[config.mk]
export PLATFORM = sky130hd
export DESIGN_NAME = refill_ctrl
export DESIGN_NICKNAME = d
export VERILOG_FILES = /design/src/source/icache_pkg.sv /design/src/source/refill_ctrl.sv
export VERILOG_INCLUDE_DIRS = /design/src /design/src/source
export SDC_FILE = /design/constraint.sdc
export NUM_CORES = 1
export LEC_CHECK = 0
export BUFFER_PORTS_ARGS = -buffer_cell sky130_fd_sc_hd__buf_2
export CORE_MARGIN = 8
export CORE_UTILIZATION = 34
export CTS_CLUSTER_DIAMETER = 60
export CTS_CLUSTER_SIZE = 24
export DETAILED_ROUTE_END_ITERATION = 10
export PLACE_DENSITY = 0.79
export SYNTH_ARGS = -nofsm -noshare
export SYNTH_HDL_FRONTEND = slang
export SYNTH_SLANG_ARGS = --single-unit
[constraint.sdc]
create_clock -name clk -period 1.35 [get_ports clk]
set_input_delay 0.0675 -clock clk [delete_from_list [all_inputs] [get_ports clk]]
set_output_delay 0.0675 -clock clk [all_outputs]
set_load 0.01 [all_outputs]
[src/source/icache_cfg.svh]
`ifndef ICACHE_CFG_SVH
`define ICACHE_CFG_SVH

// byte address space seen by the core and by L2
`define ICACHE_ADDR_W 19

// address split, from the top: tag, set, word, byte
`define ICACHE_TAG_W 10
`define ICACHE_SET_W 3
`define ICACHE_WORD_W 4

// associativity
`define ICACHE_WAYS 4

// instruction word
`define ICACHE_DATA_W 32

// one L2 beat per word, 64-byte line
`define ICACHE_LINE_BEATS 16

`endif

[src/source/icache_pkg.sv]
`default_nettype none

`include "icache_cfg.svh"

package icache_pkg;

    // main cache FSM
    typedef enum logic [2:0] {
        SLEEP    = 3'd0,
        READY    = 3'd1,
        COMPARE  = 3'd2,
        MISS_REQ = 3'd3,
        REFILL   = 3'd4
    } icache_state_e;

    // full byte address
    typedef logic [`ICACHE_ADDR_W-1:0] fetch_addr_t;

    // address fields
    typedef logic [`ICACHE_TAG_W-1:0]  tag_t;
    typedef logic [`ICACHE_SET_W-1:0]  set_idx_t;
    typedef logic [`ICACHE_WORD_W-1:0] word_idx_t;

    // one bit per way
    typedef logic [`ICACHE_WAYS-1:0] way_onehot_t;

    typedef logic [`ICACHE_DATA_W-1:0] word_t;

endpackage

`default_nettype wire

[src/source/refill_ctrl.sv]
`timescale 1ns/100ps
`default_nettype none

`include "icache_cfg.svh"

module refill_ctrl (
    input  wire logic                    clk,
    input  wire logic                    rst_n,
    input  wire logic                    refill_start,
    input  wire icache_pkg::fetch_addr_t refill_base,

    output logic                         pri_cache_refill_req,
    input  wire logic                    pri_cache_refill_gnt,
    output icache_pkg::fetch_addr_t      pri_cache_refill_addr,
    input  wire logic                    pri_cache_refill_r_valid,
    input  wire icache_pkg::word_t       pri_cache_refill_r_data,
    output logic                         refill_done,

    output logic                         beat_valid,
    output icache_pkg::word_idx_t        beat_idx,
    output icache_pkg::word_t            beat_data
);

    import icache_pkg::*;

    localparam word_idx_t LAST_BEAT = word_idx_t'(`ICACHE_LINE_BEATS - 1);

    logic      busy_q;
    word_idx_t beat_cnt_q;

    // beats count in address order from word 0
    assign beat_valid  = busy_q & pri_cache_refill_r_valid;
    assign beat_idx    = beat_cnt_q;
    assign beat_data   = pri_cache_refill_r_data;
    assign refill_done = beat_valid & (beat_cnt_q == LAST_BEAT);

    always_ff @(posedge clk or negedge rst_n) begin
        if (!rst_n) begin
            pri_cache_refill_req <= 1'b0;
            busy_q               <= 1'b0;
            beat_cnt_q           <= '0;
        end else if (refill_start) begin
            pri_cache_refill_req <= 1'b1;
            busy_q               <= 1'b1;
            beat_cnt_q           <= '0;
        end else begin
            // request held until L2 grants it
            if (pri_cache_refill_req && pri_cache_refill_gnt) begin
                pri_cache_refill_req <= 1'b0;
            end
            if (beat_valid) begin
                beat_cnt_q <= beat_cnt_q + 1'b1;
                if (beat_cnt_q == LAST_BEAT) begin
                    busy_q <= 1'b0;
                end
            end
        end
    end

    always_ff @(posedge clk) begin
        if (refill_start) begin
            pri_cache_refill_addr <= refill_base;
        end
    end

    a_no_start_busy: assert property (@(posedge clk) disable iff (!rst_n)
        refill_start |-> !busy_q);

endmodule

`default_nettype wire

## Yosys cells after proc, flatten, opt, wreduce, memory -nomap -nowiden

Index checks and enable logic that the tools add are counted.

| operators by class | value |
|---|---|
| bitwise logic cells | 2 |
| mux-type cells | 7 |
| reduce and logical (&&, ||, !) cells | 5 |
| $add $sub $neg | 1 |
| equal/unequal tests | 1 |

Operator list:

| kind | number |
|---|---|
| $mux W4 | 2 |
| $reduce_bool A2 Y1 | 3 |
| $mux W1 | 5 |
| $add A4 B1 Y4 const B | 1 |
| $eq A4 B4 Y1 const B | 1 |
| $and A1 B1 Y1 | 2 |
| $reduce_and A2 Y1 | 1 |
| $logic_and A1 B1 Y1 | 1 |

| word-level totals | value |
|---|---|
| input bits | 56 |
| output and inout bits | 58 |
| flip-flop bits (word level) | 25 |
| word-level logic and storage cells | 20 |

## Depth between registers and ports, before layout

| logic depth | value |
|---|---|
| depth in word-level cells | 4 |
| depth in mapped cells | 4 |
| mapped depth without buffers | 4 |

## Least setup slack after synthesis

No wires, ideal clock.

| timing | value |
|---|---|
| path type | flip-flop to flip-flop |
| start point | reg beat_cnt_q[0], in the netlist beat_idx[0] |
| end point | reg beat_cnt_q[2], in the netlist beat_idx[2] |
| cell stages (with the launch flop) | 5 |
| period minus slack after synthesis | 1.038 ns |
| data required time | 1.232 ns |
| setup time | 0.118 ns |
| buffers on the path | 0 |
| setup slack | 0.312 ns |
| arrival time | 0.920 ns |
| cells stage by stage | dfrtp_1 > ha_1 > nand3_1 > xor2_1 > nor2_1 |

| between the ends | value |
|---|---|
| cells in the longest elaborated chain, start to end | 3 |

Ends and longest elaborated chain:

| what | RTL line | text |
|---|---|---|
| start, declared | refill_ctrl.sv:29 | `word_idx_t beat_cnt_q;` |
| start signal, assigned | refill_ctrl.sv:52 | `beat_cnt_q <= beat_cnt_q + 1'b1;` |
| $add A4 B1 Y4 | refill_ctrl.sv:52 |  |
| $mux W4 | refill_ctrl.sv:51 | `if (beat_valid) begin` |
| $mux W4 | refill_ctrl.sv:42 | `end else if (refill_start) begin` |

No other way between the ends. The select of a mux whose other input is x is not followed.
A chain may end at the register's enable or synchronous reset.

## Final worst setup path

| timing | value |
|---|---|
| start point | reg beat_cnt_q[0], in the netlist beat_idx[0] |
| end point | out refill_done |

| between the ends | value |
|---|---|
| cells in the longest elaborated chain, start to end | 2 |

Ends and longest elaborated chain:

| what | RTL line | text |
|---|---|---|
| $eq A4 B4 Y1 | refill_ctrl.sv:35 | `assign refill_done = beat_valid & (beat_cnt_q == LAST_BEAT);` |
| $and A1 B1 Y1 | refill_ctrl.sv:35 |  |
| end, declared | refill_ctrl.sv:17 | `output logic refill_done,` |

No other way between the ends.

==> metrics.txt <==
layout cells sized above 1=0.471; Final Power=0.00143 W; Die Area=around 5200 um2; GRT overflow=0; Crit path buffers/inverters=1; Worst Hold Depth=3; syn_area_per_cell=between 10 and 15 um2; DRC errors left=0; Mapped Cells=a little under 80; Tcrit/Tclk final=0.969; crit path from=beat_idx[0]; initial antenna violation count=0; max_cap viols=0; RePlAce Congestion=between 0.7 and 0.8; Crit-path slowest cell=dfrtp_1; status=complete, no violations; die width=between 70 and 80 um; worst hold start=pri_cache_refill_gnt; I/O pins=around 110; Cell Area, Synth=between 1000 and 1500 um2; clock sink count=25; Starting Density=0.355; chip height=72.5 um; most frequent cell after synthesis=buf_4; Sum Neg Setup Slack=0 ps; crit-path max FO=3; Critical Path AT=approximately 1200 ps; clock latency on the worst-skew pair=approximately 300 ps; Final setup viols=0; top cell type's share of synthesized area=0.527; Seq/Total Area, Yosys=0.665; first-pass GRT wire length=between 4 and 5 mm; TritonCTS clock tree=done; cell row count=20; Layout Nets=~180; ys flop type=edfxtp_1; worst min path class=input port to register; CP Cell Sequence=ha_1, nand3_1, nor2_1, buf_2; CTS root buf=clkbuf_4; clk_skew=1.33 ps; DRT Pass-1 Iters=2; Post-CTS Resized=0; r2r endpoint=beat_idx[3]; EDFF count, synth=19; area leader, netlist=edfxtp_1; post-DR wirelength/cell=~17 um; largest net degree at the start of global routing=26; Hold EP=pri_cache_refill_req; slew margin rel.=0.647; Worst Path Required=1280 ps; final hold vios=0; warnings from Yosys=0; vias per std cell=about 4.2; # H-tree levels=1; PortBufs=just under 50; number of global-route vias before repair=765; Setup crit end kind=primary output; Fmax achieved=765 MHz; Reg-to-Reg Start=beat_idx[1]; leakage=~0.62 nW; vias post-DR=~700; Mapped Nets=roughly 140; Post-synth top cells=32 x buf_4, 19 x edfxtp_1, 6 x dfrtp_1, 4 x nand3_1, 3 x nor2_1; Post-DP HPWL=between 1.5 and 2 mm; crit-path max cell delay=~400 ps; Pwr Density=around 1000 nW/um2; Reg clk slew, reported paths=around 120 ps; Synth async-reset ratio=0.240; Routed Wire Length=between 2 and 3 mm; final instance area=approximately 1400 um2; CTS Buf Count=3; final worst path period need=roughly 1300 ps; dpl ws=approximately 260 ps; antenna-violating nets left=0; GRT Resource Usage Total=0.101; Max Slew Vio Count=0; # diodes=0; Synth cell types=16; DRT iter0 DRCs=26; #FFs+latches synth=25; CORE AREA=3050 um2; Slew @ Worst Pin=roughly 530 ps; Reg2Reg Setup Slack=240 ps; Synth area leaders=edfxtp_1 53%, buf_4 22%, dfrtp_1 14%; kind of cell adding the most delay to the critical path=flip-flops; Placed Area=between 1000 and 1500 um2; area growth from synthesis to layout=27.9%; Crit Path Class=register to primary output; FF-to-FF path depth=4; CTS Buffer Depth=2; Critical Path Source Type=register; Worst VDD drop=between 0.0003 and 0.0004 V; Final WS setup=~42 ps
==> per-layer routing <==
layer | track usage | vias up | part of all wire
li1 | - | 319 | -
met3 | 0.0523 | 24 | 0.14
met4 | 0.0778 | 0 | 0.070
met5 | 0 | - | 0
met1 | 0.0943 | 307 | 0.34
met2 | 0.163 | 51 | 0.45
==> cell type report <==
| cell class | instances | area [um2] |
|---|---|---|
| clock buffers | 3 | 22.5 |
| clock inverters | 1 | 5.00 |
| fillers | 279 | 1670 |
| inverters | 2 | 7.51 |
| multi-input cells | 19 | 115 |
| flip-flops and latches | 25 | 721 |
| well taps | 44 | 55.1 |
| repair buffers | 71 | 460 |
==> flip-flops by register name, summed over array words and instances (netlist names) <==
name,flops
pri_cache_refill_req,1
pri_cache_refill_addr,19
busy_q,1
beat_idx,4
==> where the power goes <==
part           total [W]  switching (W)  internal [W]
combinational   0.000213       0.000101      0.000112
clock           0.000309       0.000198      0.000110
sequential      0.000905      0.0000170      0.000888
total            0.00143       0.000316       0.00111
==> worst max-delay path by stage <==
stage / depth (start not counted) / to / slack [ps]
floorplan: 4 / beat_idx[2] / 310
detailed placement: 3 / beat_idx[3] / 260
finish: 4 / refill_done / 40
CTS: 4 / refill_done / 10
global placement: 4 / beat_idx[2] / 320
global route: 4 / refill_done / -9
==> tightest hold or removal path, delay by kind of cell <==
kind	cells	cell delay, ps
AOI/OAI and AO/OA	1	100
buffers and inverters	2	130
==> metrics by stage <==
stage          cells  hold WS, ps   util
2_1_floorplan     78         -228      -
3_3_place_gp     139         -106  0.375
3_5_place_dp     139         -101  0.375
4_1_cts          163         20.0  0.449
5_1_grt          165         33.7  0.454
6_report         165         27.6  0.454
==> kinds of logic (layout without fill, tap and decap cells) <==
kind of cell    after synthesis  after routing  share of synthesized area
simple gates                 11             11                     0.0497
fa+ha+maj                     1              1                     0.0115
buf+inv                      34             77                      0.229
compound gates                5              5                     0.0289
xor+xnor                      2              2                     0.0162
flops                        25             25                      0.665
==> cell usage in the layout, fill, tap and decap left out, types with 2 or more instances in the layout <==
| cell type | n |
|---|---|
| a21oi_1 | 2 |
| buf_2 | 49 |
| buf_4 | 2 |
| clkbuf_4 | 3 |
| dfrtp_1 | 6 |
| dlygate4sd3_1 | 20 |
| edfxtp_1 | 19 |
| inv_1 | 2 |
| nand3_1 | 4 |
| nor2_1 | 3 |
| xor2_1 | 2 |
==> what timing repair did <==
action	in CTS	in global routing
hold endpoints to repair	25	0
setup endpoints to repair	0	1
hold buffers	20	0
buffers inserted	0	2
Power figures use the tool's default switching activity.
