## src/source/icache_cfg.svh

```systemverilog
`ifndef ICACHE_CFG_SVH
`define ICACHE_CFG_SVH

// byte address space seen by the core and by L2
`define ICACHE_ADDR_W 19

// address split, from the top: tag, set, word, byte
`define ICACHE_TAG_W 10
`define ICACHE_SET_W 3
`define ICACHE_WORD_W 4

// associativity
`define ICACHE_WAYS 4

// instruction word
`define ICACHE_DATA_W 32

// one L2 beat per word, 64-byte line
`define ICACHE_LINE_BEATS 16

`endif

```

## src/source/icache_pkg.sv

```systemverilog
`default_nettype none

`include "icache_cfg.svh"

package icache_pkg;

    // main cache FSM
    typedef enum logic [2:0] {
        SLEEP    = 3'd0,
        READY    = 3'd1,
        COMPARE  = 3'd2,
        MISS_REQ = 3'd3,
        REFILL   = 3'd4
    } icache_state_e;

    // full byte address
    typedef logic [`ICACHE_ADDR_W-1:0] fetch_addr_t;

    // address fields
    typedef logic [`ICACHE_TAG_W-1:0]  tag_t;
    typedef logic [`ICACHE_SET_W-1:0]  set_idx_t;
    typedef logic [`ICACHE_WORD_W-1:0] word_idx_t;

    // one bit per way
    typedef logic [`ICACHE_WAYS-1:0] way_onehot_t;

    typedef logic [`ICACHE_DATA_W-1:0] word_t;

endpackage

`default_nettype wire

```

## src/source/fetch_ctrl.sv

```systemverilog
`timescale 1ns/100ps
`default_nettype none

`include "icache_cfg.svh"

module fetch_ctrl (
    input  wire logic                    clk,
    input  wire logic                    rst_n,

    input  wire logic                    fetch_req,
    input  wire icache_pkg::fetch_addr_t fetch_addr,
    output logic                         fetch_gnt,
    output icache_pkg::word_t            fetch_r_data,
    output logic                         fetch_r_valid,

    input  wire logic                    icache_work_en,
    input  wire logic                    icache_sleep_en,

    output logic                         rd_en,
    output icache_pkg::set_idx_t         set_idx,
    output icache_pkg::word_idx_t        word_idx,
    output icache_pkg::tag_t             cmp_tag,
    output icache_pkg::way_onehot_t      wr_way,
    output logic                         wr_en,
    output logic                         flush,
    input  wire icache_pkg::way_onehot_t hit_way,
    input  wire icache_pkg::word_t       hit_data,
    input  wire icache_pkg::way_onehot_t set_valid,

    input  wire icache_pkg::way_onehot_t victim,
    output logic                         plru_access,
    output icache_pkg::way_onehot_t      plru_way,

    output logic                         refill_start,
    output icache_pkg::fetch_addr_t      refill_base,
    input  wire logic                    beat_valid,
    input  wire icache_pkg::word_idx_t   beat_idx,
    input  wire icache_pkg::word_t       beat_data,
    input  wire logic                    refill_last
);

    import icache_pkg::*;

    localparam int WORD_LSB = `ICACHE_ADDR_W - `ICACHE_TAG_W - `ICACHE_SET_W - `ICACHE_WORD_W;
    localparam int SET_LSB  = WORD_LSB + `ICACHE_WORD_W;
    localparam int TAG_LSB  = SET_LSB + `ICACHE_SET_W;

    icache_state_e state_q, state_d;
    fetch_addr_t   addr_q;
    way_onehot_t   miss_way_q;
    way_onehot_t   fill_way;
    way_onehot_t   free_way;
    logic          sleep_pend_q;
    logic          sleep_req;
    word_idx_t     addr_word;

    assign sleep_req = icache_sleep_en | sleep_pend_q;
    assign addr_word = addr_q[SET_LSB-1:WORD_LSB];

    // sleep request waits until the FSM is back in READY
    always_ff @(posedge clk or negedge rst_n) begin
        if (!rst_n) begin
            sleep_pend_q <= 1'b0;
        end else if (state_q == READY) begin
            sleep_pend_q <= 1'b0;
        end else if (icache_sleep_en) begin
            sleep_pend_q <= 1'b1;
        end
    end

    // lowest invalid way, else the tree victim
    always_comb begin
        free_way = '0;
        for (int w = `ICACHE_WAYS - 1; w >= 0; w--) begin
            if (!set_valid[w]) begin
                free_way = way_onehot_t'(1) << w;
            end
        end
        fill_way = (&set_valid) ? victim : free_way;
    end

    // array addressing: new fetch in READY, held address otherwise
    assign set_idx     = (state_q == READY) ? fetch_addr[TAG_LSB-1:SET_LSB] : addr_q[TAG_LSB-1:SET_LSB];
    assign word_idx    = (state_q == READY) ? fetch_addr[SET_LSB-1:WORD_LSB] : beat_idx;
    assign cmp_tag     = addr_q[`ICACHE_ADDR_W-1:TAG_LSB];
    assign refill_base = {addr_q[`ICACHE_ADDR_W-1:SET_LSB], {SET_LSB{1'b0}}};

    always_comb begin
        state_d       = state_q;
        fetch_gnt     = 1'b0;
        fetch_r_valid = 1'b0;
        fetch_r_data  = '0;
        rd_en         = 1'b0;
        wr_en         = 1'b0;
        wr_way        = miss_way_q;
        flush         = 1'b0;
        plru_access   = 1'b0;
        plru_way      = hit_way;
        refill_start  = 1'b0;

        case (state_q)
            SLEEP: begin
                if (icache_work_en) begin
                    state_d = READY;
                end
            end
            READY: begin
                if (sleep_req) begin
                    flush   = 1'b1;
                    state_d = SLEEP;
                end else if (fetch_req) begin
                    fetch_gnt = 1'b1;
                    rd_en     = 1'b1;
                    state_d   = COMPARE;
                end
            end
            COMPARE: begin
                if (|hit_way) begin
                    fetch_r_valid = 1'b1;
                    fetch_r_data  = hit_data;
                    plru_access   = 1'b1;
                    state_d       = READY;
                end else begin
                    state_d = MISS_REQ;
                end
            end
            MISS_REQ: begin
                refill_start = 1'b1;
                state_d      = REFILL;
            end
            REFILL: begin
                if (beat_valid) begin
                    wr_en = 1'b1;
                    // critical word goes straight to the core
                    if (beat_idx == addr_word) begin
                        fetch_r_valid = 1'b1;
                        fetch_r_data  = beat_data;
                    end
                end
                if (refill_last) begin
                    plru_access = 1'b1;
                    plru_way    = miss_way_q;
                    state_d     = READY;
                end
            end
            default: begin
                state_d = SLEEP;
            end
        endcase
    end

    always_ff @(posedge clk or negedge rst_n) begin
        if (!rst_n) begin
            state_q    <= SLEEP;
            miss_way_q <= '0;
        end else begin
            state_q <= state_d;
            if (state_q == COMPARE && !(|hit_way)) begin
                miss_way_q <= fill_way;
            end
        end
    end

    always_ff @(posedge clk) begin
        if (fetch_gnt) begin
            addr_q <= fetch_addr;
        end
    end

    a_gnt_in_ready: assert property (@(posedge clk) disable iff (!rst_n)
        fetch_gnt |-> state_q == READY);

    a_wr_way_onehot: assert property (@(posedge clk) disable iff (!rst_n)
        wr_en |-> $onehot(wr_way));

endmodule

`default_nettype wire

```

## config.mk

```make
export PLATFORM = sky130hd
export DESIGN_NAME = fetch_ctrl
export DESIGN_NICKNAME = d
export VERILOG_FILES = /design/src/source/icache_pkg.sv /design/src/source/fetch_ctrl.sv
export VERILOG_INCLUDE_DIRS = /design/src /design/src/source
export SDC_FILE = /design/constraint.sdc
export NUM_CORES = 1
export LEC_CHECK = 0
export ABC_AREA = 1
export BUFFER_PORTS_ARGS = -buffer_cell sky130_fd_sc_hd__clkbuf_2
export CORE_MARGIN = 5
export CORE_UTILIZATION = 38
export CTS_BUF_LIST = sky130_fd_sc_hd__clkbuf_8
export DETAILED_ROUTE_END_ITERATION = 10
export PLACE_DENSITY = 0.91
export SLEW_MARGIN = 15
export SYNTH_ARGS = -nofsm -noshare
export SYNTH_HDL_FRONTEND = slang
export SYNTH_SLANG_ARGS = --single-unit
```

## constraint.sdc

```tcl
create_clock -name clk -period 3.2 [get_ports clk]
set_input_delay 0.16 -clock clk [delete_from_list [all_inputs] [get_ports clk]]
set_output_delay 0.16 -clock clk [all_outputs]
set_load 0.03 [all_outputs]
```

# After elaboration in Yosys (flattened, before gate mapping)
# Index checks and enable logic that the tools add are counted.
# classes
eq_ne	8
n_mux	35
n_bitwise	1
n_reduce_logical	7
# op_table
op	n
2-to-1 mux 32 bit	3
case mux 32 bit (2 select lines)	1
2-to-1 mux 4 bit	8
2-to-1 mux 3 bit	5
case mux 3 bit (5 select lines)	1
2-to-1 mux 1 bit	14
equality test 3 x 2 -> 1 bit, second input constant	2
equality test 4 bit	1
inequality test 2 bit, second input constant	2
case mux 1 bit (2 select lines)	2
AND reduction 4 bit	1
OR reduction 4 bit	1
equality test 3 x 1 -> 1 bit, second input constant	1
equality test 3 bit, second input constant	1
zero test 3 bit	1
inequality test 3 bit, second input constant	1
AND reduction 3 bit	1
2-to-1 mux 2 bit	1
nonzero test 2 bit	1
logical AND 1 bit	1
zero test 1 bit	1
bitwise OR 1 bit	1
# totals
ff_bits	27
in_bits	106
out_inout_bits	83
wordCells	55

# Depth between registers and ports, before layout
# logic_depth
ltp_word	5
depth_mapped	7
ltp_nobuf	7

# Worst setup path after synthesis
# OpenSTA, ideal clock, no wires.
# synth_path
kind	register -> output
startpoint	register state_q[2]
endpoint	output rd_en
t_arrival_ns	2.950
required_ns	3.040
setup_slack_ns	0.090
path_stages_with_launch	5
path_buffers	1
cell_sequence	dfrtp_1 -> inv_2 -> nand3_2 -> nor3_1 -> buf_4
# synth_via
elab_chain_len	2
# synth_lines
element	line_no	rtl
start, declared	fetch_ctrl.sv:48	icache_state_e state_q, state_d;
start signal, assigned	fetch_ctrl.sv:157	state_q <= state_d;
equality test 3 x 1 -> 1 bit	n/a	
2-to-1 mux 1 bit	n/a	
end, declared	fetch_ctrl.sv:19	output logic rd_en,
# Every way passes these cells.

# Worst setup path in the final report
# layout_path
startpoint	register state_q[0]
endpoint	output fetch_r_data[13]
# layout_via
elab_chain_len	2
elab_cells_between_ends	3
classes_between	eq/ne (2); mux (1)
# layout_lines
element	line_no	rtl
equality test 3 bit / equality test 3 x 2 -> 1 bit (equally long branches)	fetch_ctrl.sv:101	case (state_q)
case mux 32 bit (2 select lines) *	fetch_ctrl.sv:101	
end, declared	fetch_ctrl.sv:13	output icache_pkg::word_t fetch_r_data,
# Every way passes the cells marked *; elsewhere a longest branch is shown, timed or not.

==> qor.csv <==
metric,value,unit
initial antenna violation count,0,
peak fanout along the critical path,33,
outcome,finished clean,
Die Wd,82.7,um
CP Cell Sequence,nor2_2 > nand3_2 > nor2_4 > nand4_1 > nand2_1 > clkbuf_2,
first-pass GRT wire length,9920,um
library cells used by synthesis,23,
share of cells above drive strength 1,47.3,%
Num CTS Buffers,3,
total power,1.51,mW
routed length per instance,13.8,um
LEAKAGE,1.69,nW
root buf cell,clkbuf_8,
Initial Utilization,39.3,%
Non-Filler Instances,497,
max incr delay on CP,0.55,ns
dpl hpwl,5680,um
Max clock buf depth,2,
largest net degree at the start of global routing,34,
Max Freq,450,MHz
worst r2r path cells,4,
syn avg cell area,7.22,um^2
Worst slew margin,34.6,%
Power Dens Cells,539,nW/um^2
"Cell Area, Synth",2010,um^2
Nets,534,
critical path endpoint category,output pin,
Via-to-Cell Ratio,4.80,
# resized after CTS,0,
crit path from,state_q[0],
Antenna Cells,0,
Worst path slowest cell,nor2_4,
Hold EP,addr_q[17],
die height,82.7,um
CTS Sinks,25,
min-delay src,fetch_addr[17],
#FFs+latches synth,25,
Fillers,481,
WL final,6860,um
CTS tree,yes,
First-pass DRT Iterations,4,
total gr overflow,0,
Remaining DRCs,0,
Tightest Hold Check Type,in2reg,
WS Path Type,reg2out,
Final Critical Period,2.22,ns
worst skew pair latency,0.27,ns
Synth top area share,25.4,%
Layout Skew,0.00260,ns
Core Rows,26,
hold slack,0.0629,ns
Layout area overhead,39.3,%
largest cells by area after synthesis,"edfxtp_1, nand2_1, buf_4",
Post-Synthesis Cells,278,
critical path arrival,2.06,ns
top cell family by delay on the critical path,simple AND/OR/NAND/NOR gates,
CP Data Required Time,3.04,ns
Worst Tran Pin Value,0.979,ns
Final ANT Viol Nets,0,
Placer Congestion,0.840,
"CTS clk-pin slew, worst paths",0.09,ns
dpl cells,492,
Max-Cap Viols,0,
I/O Buffers,180,
Final Cycle Share,69.4,%
CP Launch Type,register,
worst r2r src,state_q[2],
setup TNS,0,ns
"Seq/Total Area, Yosys",35.4,%
reg-to-reg endpoint,addr_q[2],
Final Hold Vio Count,0,
Die ar.,6840,um^2
CORE AREA,5110,um^2
# IOs,189,
Pins Over Slew Limit,0,
overall routing resource usage,18.3,%
1st-iter DRT viols,94,
total number of vias,2386,
vias in the first global route,2148,
maximum vdd drop,0.492,mV
setup violators final,0,
WHS Path Cells,1,
critical path buffer and inverter count,1,
Post-CTS Hold Buffers,1,
r2r setup slk,1.67,ns
Yosys warnings,0,
RSZ-0062 raised after global routing,no,
Post-CTS Setup Repair Bufs,0,
Yosys top cell by area,edfxtp_1,
htree depth,1,
==> metrics by stage <==
step / setup WS (ns) / instance area [um^2] / util, %
after detailed placement: 1.24 / 2740 / 53.7
final: 0.979 / 2800 / 54.8
after CTS: 0.954 / 2800 / 54.8
after global routing: 0.762 / 2800 / 54.8
after global placement: 1.33 / 2740 / 53.7
after floorplan: 0.0901 / 2030 / -
==> area by class of cell <==
cell class	instances	area [um^2]	area share, %
inverter	20	75.1	2.68
timing repair buffer	185	941	33.6
multi-input combinational	193	937	33.5
clock inverter	1	3.75	0.134
tap	70	87.6	3.13
clock buffer	3	41.3	1.48
sequential	25	711	25.4
==> placed cells by master (no fill, tap or decap) <==
cell and n:
a21oi_1 3, buf_4 4, clkbuf_2 180, clkbuf_8 3, conb_1 6, dfrtp_1 8
dlygate4sd3_1 1, edfxtp_1 17, inv_1 17, inv_2 4, nand2_1 83, nand3_1 38
nand3_2 3, nand4_1 35, nor2_1 7, nor2_2 3, nor2_4 1, nor3_1 2
nor3_2 2, o21ai_0 4, o21ai_1 4, or2_2 1, xnor2_2 1
==> registers in the layout (all words and copies together) (netlist names) <==
register	count
addr_q	17
sleep_pend_q	1
state_q	3
wr_way	4
==> power by group <==
group	switching, mW	internal, mW	total (mW)	leakage, nW
Clock	0.0982	0.0858	0.184	0.0269
Combinational	0.633	0.237	0.870	1.40
Sequential	0.0468	0.406	0.453	0.256
==> layer usage <==
layer  part of all wire, %  vias to the layer above  GRT usage (%)
met3                   8.9                        8           2.49
met5                     0                        -              0
met4                   1.2                        0           5.23
met2                    53                       98           35.1
met1                    37                     1070           20.8
li1                      -                     1210              -
==> cell usage after synthesis <==
| cell | instances |
|---|---|
| buf_4 | 30 |
| nor3_2 | 1 |
| clkbuf_1 | 2 |
| nor3_1 | 3 |
| nor2_2 | 3 |
| buf_2 | 10 |
| nand2_1 | 83 |
| nor2_4 | 1 |
| inv_1 | 16 |
| nor2_1 | 7 |
| buf_6 | 3 |
| a21oi_1 | 3 |
| inv_2 | 4 |
| nand4_1 | 35 |
| o21ai_0 | 4 |
| dfrtp_1 | 8 |
| o21ai_1 | 4 |
| conb_1 | 1 |
| edfxtp_1 | 17 |
| or2_2 | 1 |
| xnor2_1 | 1 |
| nand3_1 | 38 |
| nand3_2 | 3 |
==> kinds of logic after synthesis <==
group	synth area share [%]
other	0.187
AO/OA/AOI/OAI	2.74
XOR/XNOR	0.436
buffers and inverters	19.5
AND/OR/NAND/NOR	41.7
flip-flops	35.4
==> how the worst max path moves through the flow <==
stage          cells past startpoint               end
2_1_floorplan                      4             rd_en
3_3_place_gp                       6  fetch_r_data[19]
3_5_place_dp                       6  fetch_r_data[13]
4_1_cts                            6  fetch_r_data[13]
5_1_grt                            6  fetch_r_data[25]
6_report                           6  fetch_r_data[13]
No activity file was read; power rests on OpenSTA's default activity.
