### config.mk
export PLATFORM = sky130hd
export DESIGN_NAME = plru_tree
export DESIGN_NICKNAME = d
export VERILOG_FILES = /design/src/source/icache_pkg.sv /design/src/source/plru_tree.sv
export VERILOG_INCLUDE_DIRS = /design/src /design/src/source
export SDC_FILE = /design/constraint.sdc
export NUM_CORES = 1
export LEC_CHECK = 0
export BUFFER_PORTS_ARGS = -buffer_cell sky130_fd_sc_hd__buf_2
export CAP_MARGIN = 25
export CORE_ASPECT_RATIO = 1.75
export CORE_MARGIN = 5
export CORE_UTILIZATION = 30
export DETAILED_ROUTE_END_ITERATION = 8
export PLACE_DENSITY = 0.51
export SKIP_CTS_REPAIR_TIMING = 1
export SYNTH_ARGS = -nofsm -noshare
export SYNTH_HDL_FRONTEND = slang
export SYNTH_SLANG_ARGS = --single-unit
### constraint.sdc
create_clock -name clk -period 1.3 [get_ports clk]
set_input_delay 0 -clock clk [delete_from_list [all_inputs] [get_ports clk]]
set_output_delay 0 -clock clk [all_outputs]
set_load 0.01 [all_outputs]
### src/source/icache_cfg.svh
`ifndef ICACHE_CFG_SVH
`define ICACHE_CFG_SVH

// byte address space seen by the core and by L2
`define ICACHE_ADDR_W 19

// address split, from the top: tag, set, word, byte
`define ICACHE_TAG_W 10
`define ICACHE_SET_W 3
`define ICACHE_WORD_W 4

// associativity
`define ICACHE_WAYS 4

// instruction word
`define ICACHE_DATA_W 32

// one L2 beat per word, 64-byte line
`define ICACHE_LINE_BEATS 16

`endif

### src/source/icache_pkg.sv
`default_nettype none

`include "icache_cfg.svh"

package icache_pkg;

    // main cache FSM
    typedef enum logic [2:0] {
        SLEEP    = 3'd0,
        READY    = 3'd1,
        COMPARE  = 3'd2,
        MISS_REQ = 3'd3,
        REFILL   = 3'd4
    } icache_state_e;

    // full byte address
    typedef logic [`ICACHE_ADDR_W-1:0] fetch_addr_t;

    // address fields
    typedef logic [`ICACHE_TAG_W-1:0]  tag_t;
    typedef logic [`ICACHE_SET_W-1:0]  set_idx_t;
    typedef logic [`ICACHE_WORD_W-1:0] word_idx_t;

    // one bit per way
    typedef logic [`ICACHE_WAYS-1:0] way_onehot_t;

    typedef logic [`ICACHE_DATA_W-1:0] word_t;

endpackage

`default_nettype wire

### src/source/plru_tree.sv
`timescale 1ns/100ps
`default_nettype none

`include "icache_cfg.svh"

module plru_tree (
    input  wire logic                    clk,
    input  wire logic                    rst_n,
    input  wire logic                    access,
    input  wire icache_pkg::set_idx_t    access_set,
    input  wire icache_pkg::way_onehot_t access_way,
    input  wire logic                    flush,
    input  wire icache_pkg::set_idx_t    lookup_set,
    output icache_pkg::way_onehot_t      victim
);

    localparam int SETS = 1 << `ICACHE_SET_W;

    // b0 picks the pair, b1 and b2 the way inside each pair
    logic [SETS-1:0] b0_q;
    logic [SETS-1:0] b1_q;
    logic [SETS-1:0] b2_q;

    always_ff @(posedge clk or negedge rst_n) begin
        if (!rst_n) begin
            b0_q <= '0;
            b1_q <= '0;
            b2_q <= '0;
        end else if (flush) begin
            b0_q <= '0;
            b1_q <= '0;
            b2_q <= '0;
        end else if (access) begin
            if (access_way[0] | access_way[1]) begin
                // point away from the touched pair and way
                b0_q[access_set] <= 1'b1;
                b1_q[access_set] <= access_way[0];
            end else begin
                b0_q[access_set] <= 1'b0;
                b2_q[access_set] <= access_way[2];
            end
        end
    end

    always_comb begin
        if (!b0_q[lookup_set]) begin
            victim = b1_q[lookup_set] ? 4'b0010 : 4'b0001;
        end else begin
            victim = b2_q[lookup_set] ? 4'b1000 : 4'b0100;
        end
    end

endmodule

`default_nettype wire

# Word level (Yosys, flattened, before mapping)
# Cells that the tools add are included.
dict set report classes {
  eq_ne 1
  muxes 22
  n_addsub 0
  multipliers 0
  n_lt_le_gt_ge 3
  n_reduce_logical 5
  shift 0
  div_mod_pow 0
  bitwise_logic 4
}
# op count
set op_table {}
lappend op_table {{$mux 8} 9}
lappend op_table {{$bwmux 8} 2}
lappend op_table {{$bmux 1 s3} 3}
lappend op_table {{$and 8x8->8} 1}
lappend op_table {{$lt 3x4->1 const B} 2}
lappend op_table {{$mux 4} 2}
lappend op_table {{$not 8->8} 1}
lappend op_table {{$or 8x8->8} 1}
lappend op_table {{$mux 1} 4}
lappend op_table {{$reduce_and 2->1} 2}
lappend op_table {{$reduce_bool 2->1} 2}
lappend op_table {{$demux 1 s3} 1}
lappend op_table {{$ge 3x1->1 const B} 1}
lappend op_table {{$mux 2} 1}
lappend op_table {{$ne 2x2->1 const B} 1}
lappend op_table {{$logic_and 1x1->1} 1}
lappend op_table {{$or 1x1->1} 1}
dict set report totals {
  regBits 24
  romBits 0
  output_inout_bits 4
  latch_bits 0
  in_bits 14
  ramBits 0
  mem_count 0
}

# Depth between registers and ports, before layout
# Gate-level depths: netlist of the first run.
dict set report logic_depth {
  word_depth 9
  depth_mapped 4
  depth_no_buf 3
}

# Worst setup path before layout of the first run
# No wires, ideal clock.
dict set report synth_path {
  path_kind {register to output}
  start {register b0_q[1]}
  end {output port victim[1]}
  stages_incl_launch_ff 4
  path_buffers 0
  path_slack_ns 0.009
  required_time_ns 1.300
  arrival_time_ns 1.291
  cell_sequence {dfrtp_1 > mux4_1 > mux2i_4 > nor2b_1}
}
dict set report synth_between {
  elab_chain_cells 3
}
# element line_no
set synth_lines {}
lappend synth_lines {{start: declaration} plru_tree.sv:20} ;# logic [SETS-1:0] b0_q;
lappend synth_lines {{start signal: assignment} plru_tree.sv:26} ;# b0_q <= '0;
lappend synth_lines {{start signal: assignment} plru_tree.sv:30} ;# b0_q <= '0;
lappend synth_lines {{start signal: indexed assignment} plru_tree.sv:36} ;# b0_q[access_set] <= 1'b1;
lappend synth_lines {{$bmux 1 s3} plru_tree.sv:46} ;# if (!b0_q[lookup_set]) begin
lappend synth_lines {{$mux 1 (implied by the code)} plru_tree.sv:46}
lappend synth_lines {{$mux 4} plru_tree.sv:46}
lappend synth_lines {{end: declaration} plru_tree.sv:14} ;# output icache_pkg::way_onehot_t victim
# No other way between the ends. The select of a mux whose other input is x is not followed.

# Worst setup path in the final report of the first run
dict set report layout_path {
  start {register b0_q[5]}
  end {output port victim[1]}
}
# Same word-level chain as after synthesis.

==> results.md, run 1 <==
* Sum of overflow across all layers after global routing at 0
* Die X at 60.8 um
* Sequential power share at 0.512
* Fraction of the yosys area taken by sequential cells at 0.444
* Core area at 4400 um2
* Placer Congestion at 0.762
* Multiplexer share of the synthesized area at 0.148
* Share of final-layout standard cells stronger than drive strength 1 at 0.344
* Number of detailed-routing iterations run before antenna repair at 4
* Cell area after synthesis at 1350 um2
* Clock tree from TritonCTS: done
* Clk_lat worst skew at 0.27 ns
* Port buffer count at 16
* Kind of path behind the tightest hold check: in2reg
* I/O pin count at 18
* Instance area at placement at 1570 um2
* Worst clock skew at 0 ns
* Required time at the endpoint of the critical path at 1.30 ns
* Clk network pwr share at 0.343
* Via count of the first global-routing pass at 1125
* Number of rows in the core area at 32
* Count of state elements after synthesis at 24
* Setup crit end kind: primary output
* Number of instances in the placed design at 196
* Die Height at 98.8 um
* Largest net degree at the start of global routing at 25
* RSZ-0062 raised after global routing: true
* Count of placed standard cells in the final layout, fillers left out at 202
* Area enclosed by the die boundary at 6000 um2
* Gr usage total at 0.120
* Cell Int Power at 0.00113 W
* Clock tree root buffer cell: clkbuf_8
* Post-synthesis compound-gate area fraction at 0.211
* Worst Min Path Start: flush
* Vias per cell at 5.33
* Count of inserted antenna diode cells at 0
* Distinct cell type count after synthesis at 27
* Reported leakage power at 0.726 nW
* Startpoint of the most critical register-to-register path: b2_q[5]
* Final wirelength at 3.42 mm
* Headroom to the max-slew limit at 0.627
* Peak supply drop at 0.466 mV
* Part of the power in combinational logic at 0.145
* Tcrit/Tclk final at 1.25
* Crit path DAT at 1.62 ns
* Summed area of non-filler cells in the final layout at 1620 um2
* Initial antenna violation count at 0
* Effective utilization at floorplan at 0.307
* Via count of the routed design at 1077
* Total Power at 0.00151 W
* Maximum operating frequency at 0.616 GHz
* Remaining number of nets flagged by the antenna check after routing at 0
* Clock period minus final worst setup slack at 1.62 ns
* Share of synthesized cell area in full adder, half adder and majority cells at 0
* Switching share of power at 0.255
* Failing checks: negative setup slack
* Smallest setup slack after layout at -0.322 ns
* Number of DRC markers in iteration 0 at 19
* Area share of and/or/nand/nor cells after synthesis at 0.156
* Final Setup Violations at 4
* Global-route wire length before repair at 5.36 mm
* Number of maximum-capacitance violations at 0
* Clock H-tree levels at 1
* PwrDens at 933 nW/um2
* Sinks on Clock Net at 24
* Dpl hpwl at 2.60 mm
* Main combinational cell family by area after synthesis: compound AO/OA/AOI/OAI gates
* Mean area per synthesized cell at 11.0 um2
* Post-CTS clock slew at the launch and capture registers of the worst setup and hold paths at 0.09 ns
* Switching pwr at 0.000386 W
* Final Hold Violating Endpoints at 0
* Syn_nets at 137
* Post-synthesis to final-layout area growth at 19.7%
* Net count, final at 166
* Residual DRC at 0
* Cell count after synthesis at 123
* Buffers from clock root to sink, at most at 2
* Routed len/inst at 16.9 um
* Yosys synthesis warning count at 0
* Cts bufs inserted at 3
* Maximum fanout along the worst path at 4
* Crit Path Class: reg2out
* Beginning of the critical path: b0_q[5]
* Status: finished with violations
* Critical path launch point type: flop
* Worst Max-Slew Pin Slew at 0.560 ns
* Xor-xnor portion of the synthesized cell area at 0
* Pins Over Slew Limit at 0
==> Yosys cell counts <==
cell	instances	area [um2]
nor3_2	1	10.0
a31o_2	3	26.3
nor3b_2	3	37.5
o21a_1	4	30.0
and3_1	1	6.26
a21oi_1	20	100
nand2_1	9	33.8
mux2i_4	1	22.5
nor2_1	6	22.5
inv_1	3	11.3
dfrtp_1	24	601
nand3_1	1	5.00
nor3b_1	1	7.51
a22o_1	8	70.1
and3b_1	4	35.0
o41ai_1	1	8.76
mux2i_1	2	20.0
mux4_1	6	158
o21ai_0	4	20.0
buf_2	2	10.0
nand3b_1	3	22.5
clkbuf_1	6	22.5
and2_1	2	12.5
nor2b_1	2	12.5
or2_2	1	6.26
a211oi_1	4	30.0
buf_6	1	11.3
==> critical path, cell delays in order (launching register included) <==
cell and delay, ns:
dfrtp_1 0.39, mux4_2 0.50, mux2i_4 0.18, nor2b_1 0.14, buf_2 0.13
==> layout by cell type, fill, tap and decap left out, types with 2 or more instances in the layout <==
cell type and n:
o21a_1 4, o21ai_0 4, nor3b_2 3, nor2b_1 2
and2_1 2, a22o_1 8, buf_2 16, and3b_1 4
a31o_2 3, mux4_2 6, dfrtp_1 24, nand3b_1 3
a21oi_1 20, a211oi_1 4, clkbuf_8 4, nor2_1 6
inv_1 3, nand2_1 9, buf_4 16
==> final timing paths <==
| path | cells after the start | endpoint | slack (ns) |
|---|---|---|---|
| setup reg to reg | 3 | b2_q[5] | 0.39 |
| min in group asynchronous | 2 | b2_q[4] | 0.25 |
| max in group asynchronous | 2 | b2_q[6] | 0.68 |
| hold reg to reg | 1 | b0_q[7] | 0.50 |
| hold / removal | 2 | b1_q[1] | 0.06 |
| setup / recovery | 4 | victim[1] | -0.32 |
==> layer usage <==
metal,global-route usage,vias up,part of all wire
li1,-,515,-
met1,0.134,535,0.38
met2,0.218,22,0.56
met3,0.0157,5,0.035
met4,0.0451,0,0.019
met5,0,-,0
==> power by group through the flow <==
stage          registers [W]  clock network, W  logic (W)
2_1_floorplan       0.000784                 0   0.000124
3_3_place_gp        0.000787                 0   0.000212
3_5_place_dp        0.000787                 0   0.000215
4_1_cts             0.000773          0.000534   0.000216
5_1_grt             0.000776          0.000556   0.000241
6_report            0.000773          0.000519   0.000219
==> sequential cells by signal, summed over array words and instances (netlist names) <==
signal / cells
b0_q: 8
b1_q: 8
b2_q: 8
==> area by class of cell <==
type	count	area (um2)
multi-input combinational	87	678
fill	470	2790
tap	51	63.8
clock buffer	4	55.1
sequential	24	601
inverter	3	11.3
timing repair buffer	33	210
==> cells by family after synthesis <==
kind of cell	count (synthesis)
buf+inv	12
flops	24
simple gates	34
compound gates	44
mux	9
==> per-stage QoR <==
step	setup slack, ns	utilization	TNS (ns)	hold slack [ns]
floorplan	0.00888	-	0	-0.296
global route	-0.398	0.368	-1.46	0.0672
global placement	-0.0689	0.355	-0.164	0.0107
detailed placement	-0.0875	0.355	-0.213	0.0236
CTS	-0.392	0.368	-1.44	-0.274
finish	-0.322	0.368	-1.15	0.0584
Power figures use the tool's default switching activity.
==> inputs of run 2 (changes only) <==
--- a/config.mk
+++ b/config.mk
@@ -9,7 +9,7 @@
 export BUFFER_PORTS_ARGS = -buffer_cell sky130_fd_sc_hd__buf_2
 export CAP_MARGIN = 25
 export CORE_ASPECT_RATIO = 1.75
-export CORE_MARGIN = 5
+export CORE_MARGIN = 2
 export CORE_UTILIZATION = 30
 export DETAILED_ROUTE_END_ITERATION = 8
 export PLACE_DENSITY = 0.51
==> run 2 against run 1 <==
  * The flow still finishes with violations (negative setup slack)
  * Clock-buffer cell count is 1 lower
  * Total power is 10% higher
  * Clock power is 29% higher
  * Critical path type unchanged
==> results.md, run 2 (synthesis gave the netlist of run 1 again) <==
* Kind of path behind the tightest hold check: in2reg
* Fill count at 456 (-3.0%)
* Setup crit end kind: primary output
* Most common library cell in the layout ignoring fill and taps: dfrtp_1
* Die Height at 92.8 um (-6.1%)
* Worst clock skew at 0 ns (unchanged)
* Gr usage total at 0.155 (+0.0353)
* Number of rows in the core area at 32 (unchanged)
* Final Setup Violations at 4 (unchanged)
* R2R Setup Slk at 0.39 ns (about the same)
* Largest net degree at the start of global routing at 25 (unchanged)
* Crit path DAT at 1.65 ns (+0.03 ns)
* Buffers from clock root to sink, at most at 2 (unchanged)
* Total Neg Setup Slack at -1.27 ns (-0.122 ns)
* Smallest setup slack after layout at -0.354 ns (-0.0318 ns)
* Vias per cell at 5.33 (about the same)
* Most used routing layer in global routing: met2
* GR Util met1 at 0.191 (+0.0568)
* Clock H-tree levels at 1 (unchanged)
* Via count of the first global-routing pass at 1141 (+1.4%)
* I/O pin count at 18 (unchanged)
* Effective utilization at floorplan at 0.310 (+0.00282)
* Critical path launch point type: flop
* Maximum operating frequency at 0.605 GHz (-1.9%)
* Residual DRC at 0 (unchanged)
* Worst Max-Slew Pin Slew at 0.550 ns (-0.0105 ns)
* Net count, final at 168 (+1.2%)
* Status: finished with violations
* PwrDens at 1000 nW/um2 (+7.2%)
* Pins Over Slew Limit at 0 (unchanged)
* Routed len/inst at 16.5 um (-2.3%)
* Remaining number of nets flagged by the antenna check after routing at 0 (unchanged)
* Instance area at placement at 1580 um2 (+0.96%)
* Largest registers ranked by flip-flop count: b0_q (8), b1_q (8), b2_q (8)
* Required time at the endpoint of the critical path at 1.30 ns (about the same)
* Post-synthesis to final-layout area growth at 23.3%
* Tcrit/Tclk final at 1.27 (+0.0245)
* Clock period minus final worst setup slack at 1.65 ns (+0.0318 ns)
* Failing checks: negative setup slack
* Share of final-layout standard cells stronger than drive strength 1 at 0.366 (+0.0216)
* Total Power at 0.00167 W (+10%)
* Count of placed standard cells in the final layout, fillers left out at 204 (+0.99%)
* Die X at 54.8 um (-9.9%)
* Final core utilization at 0.382 (+0.0146)
* M3 GR Usage at 0.0194 (+0.00363)
* Sinks on Clock Net at 24 (unchanged)
* Count of inserted antenna diode cells at 0 (unchanged)
* Reported leakage power at 0.749 nW (+3.2%)
* Top library cells by usage in the layout, fill and taps aside: dfrtp_1, a21oi_1, buf_4
* Initial antenna violation count at 0 (unchanged)
* Number of maximum-capacitance violations at 0 (unchanged)
* Peak supply drop at 0.700 mV (+50%)
* Port buffer count at 16 (unchanged)
* Headroom to the max-slew limit at 0.634 (+0.00698)
* Via count of the routed design at 1088 (+1.0%)
* Area enclosed by the die boundary at 5080 um2 (-15%)
* Post-CTS clock slew at the launch and capture registers of the worst setup and hold paths at 0.09 ns (about the same)
* Summed area of non-filler cells in the final layout at 1670 um2 (+3.0%)
* Clock tree root buffer cell: clkbuf_8
* Met2 routing resource usage after global routing at 0.250 (+0.0324)
* Placer Congestion at 0.821 (+7.7%)
* Dpl hpwl at 2.60 mm (about the same)
* Number of DRC markers in iteration 0 at 21 (+2)
* Number of detailed-routing iterations run before antenna repair at 4 (unchanged)
* Clk_lat worst skew at 0.27 ns (about the same)
* Core area at 4360 um2 (-0.91%)
* RSZ-0062 raised after global routing: true
* Final Hold Violating Endpoints at 0 (unchanged)
* Sum of overflow across all layers after global routing at 0 (unchanged)
* Final wirelength at 3.37 mm (-1.4%)
* Clock tree from TritonCTS: done
* Crit Path Class: reg2out
* Global-route wire length before repair at 5.64 mm (+5.3%)
* Cts bufs inserted at 3 (unchanged)
* Number of instances in the placed design at 198 (+1.0%)
* Maximum fanout along the worst path at 2 (-2)
-- run 2: cell types whose count changed in the layout (fill, tap and decap cells not counted), sizes merged --
cell and change:
buf +2, bufinv +1, clkbuf -1
-- run 2: path summary, 6_finish.rpt --
path                            depth (start not counted)        end     from
worst max-delay path                                    4  victim[0]  b1_q[1]
worst min-delay path                                    2    b1_q[5]    flush
worst max register to register                          3    b2_q[5]  b2_q[5]
worst min register to register                          1    b0_q[3]  b0_q[3]
max in group asynchronous                               2    b0_q[7]    rst_n
min in group asynchronous                               2    b1_q[1]    rst_n
-- run 2: through the flow --
stage | setup slack (ns) | hold WS, ns
final | -0.354 | 0.0787
after global routing | -0.415 | 0.0959
after detailed placement | -0.106 | 0.0217
after global placement | -0.0870 | 0.0130
after CTS | -0.417 | -0.277
after floorplan | 0.00888 | -0.296
-- run 2: where the power goes --
part	internal, W	switching, W
logic	0.0000967	0.000131
clock network	0.000412	0.000256
registers	0.000764	0.0000100
-- run 2: cell type report --
class                   count  area, um2  share of cell area
multi-input cells          87        689               0.413
flip-flops and latches     24        601               0.360
well taps                  51       63.8              0.0383
repair buffers             35        231               0.139
clock buffers               3       41.3              0.0248
clock inverters             1       30.0              0.0180
inverters                   3       11.3             0.00675
-- run 2: critical path, cell delays in order, from the launching register on --
cell,delay (ns)
dfrtp_1,0.40
mux4_2,0.47
mux2i_2,0.24
and2_1,0.16
buf_2,0.12
-- run 2: routing by layer --
layer / part of all wire / vias up
met5: 0 / -
met4: 0.033 / 0
met3: 0.025 / 9
met2: 0.55 / 25
met1: 0.40 / 533
li1: - / 521
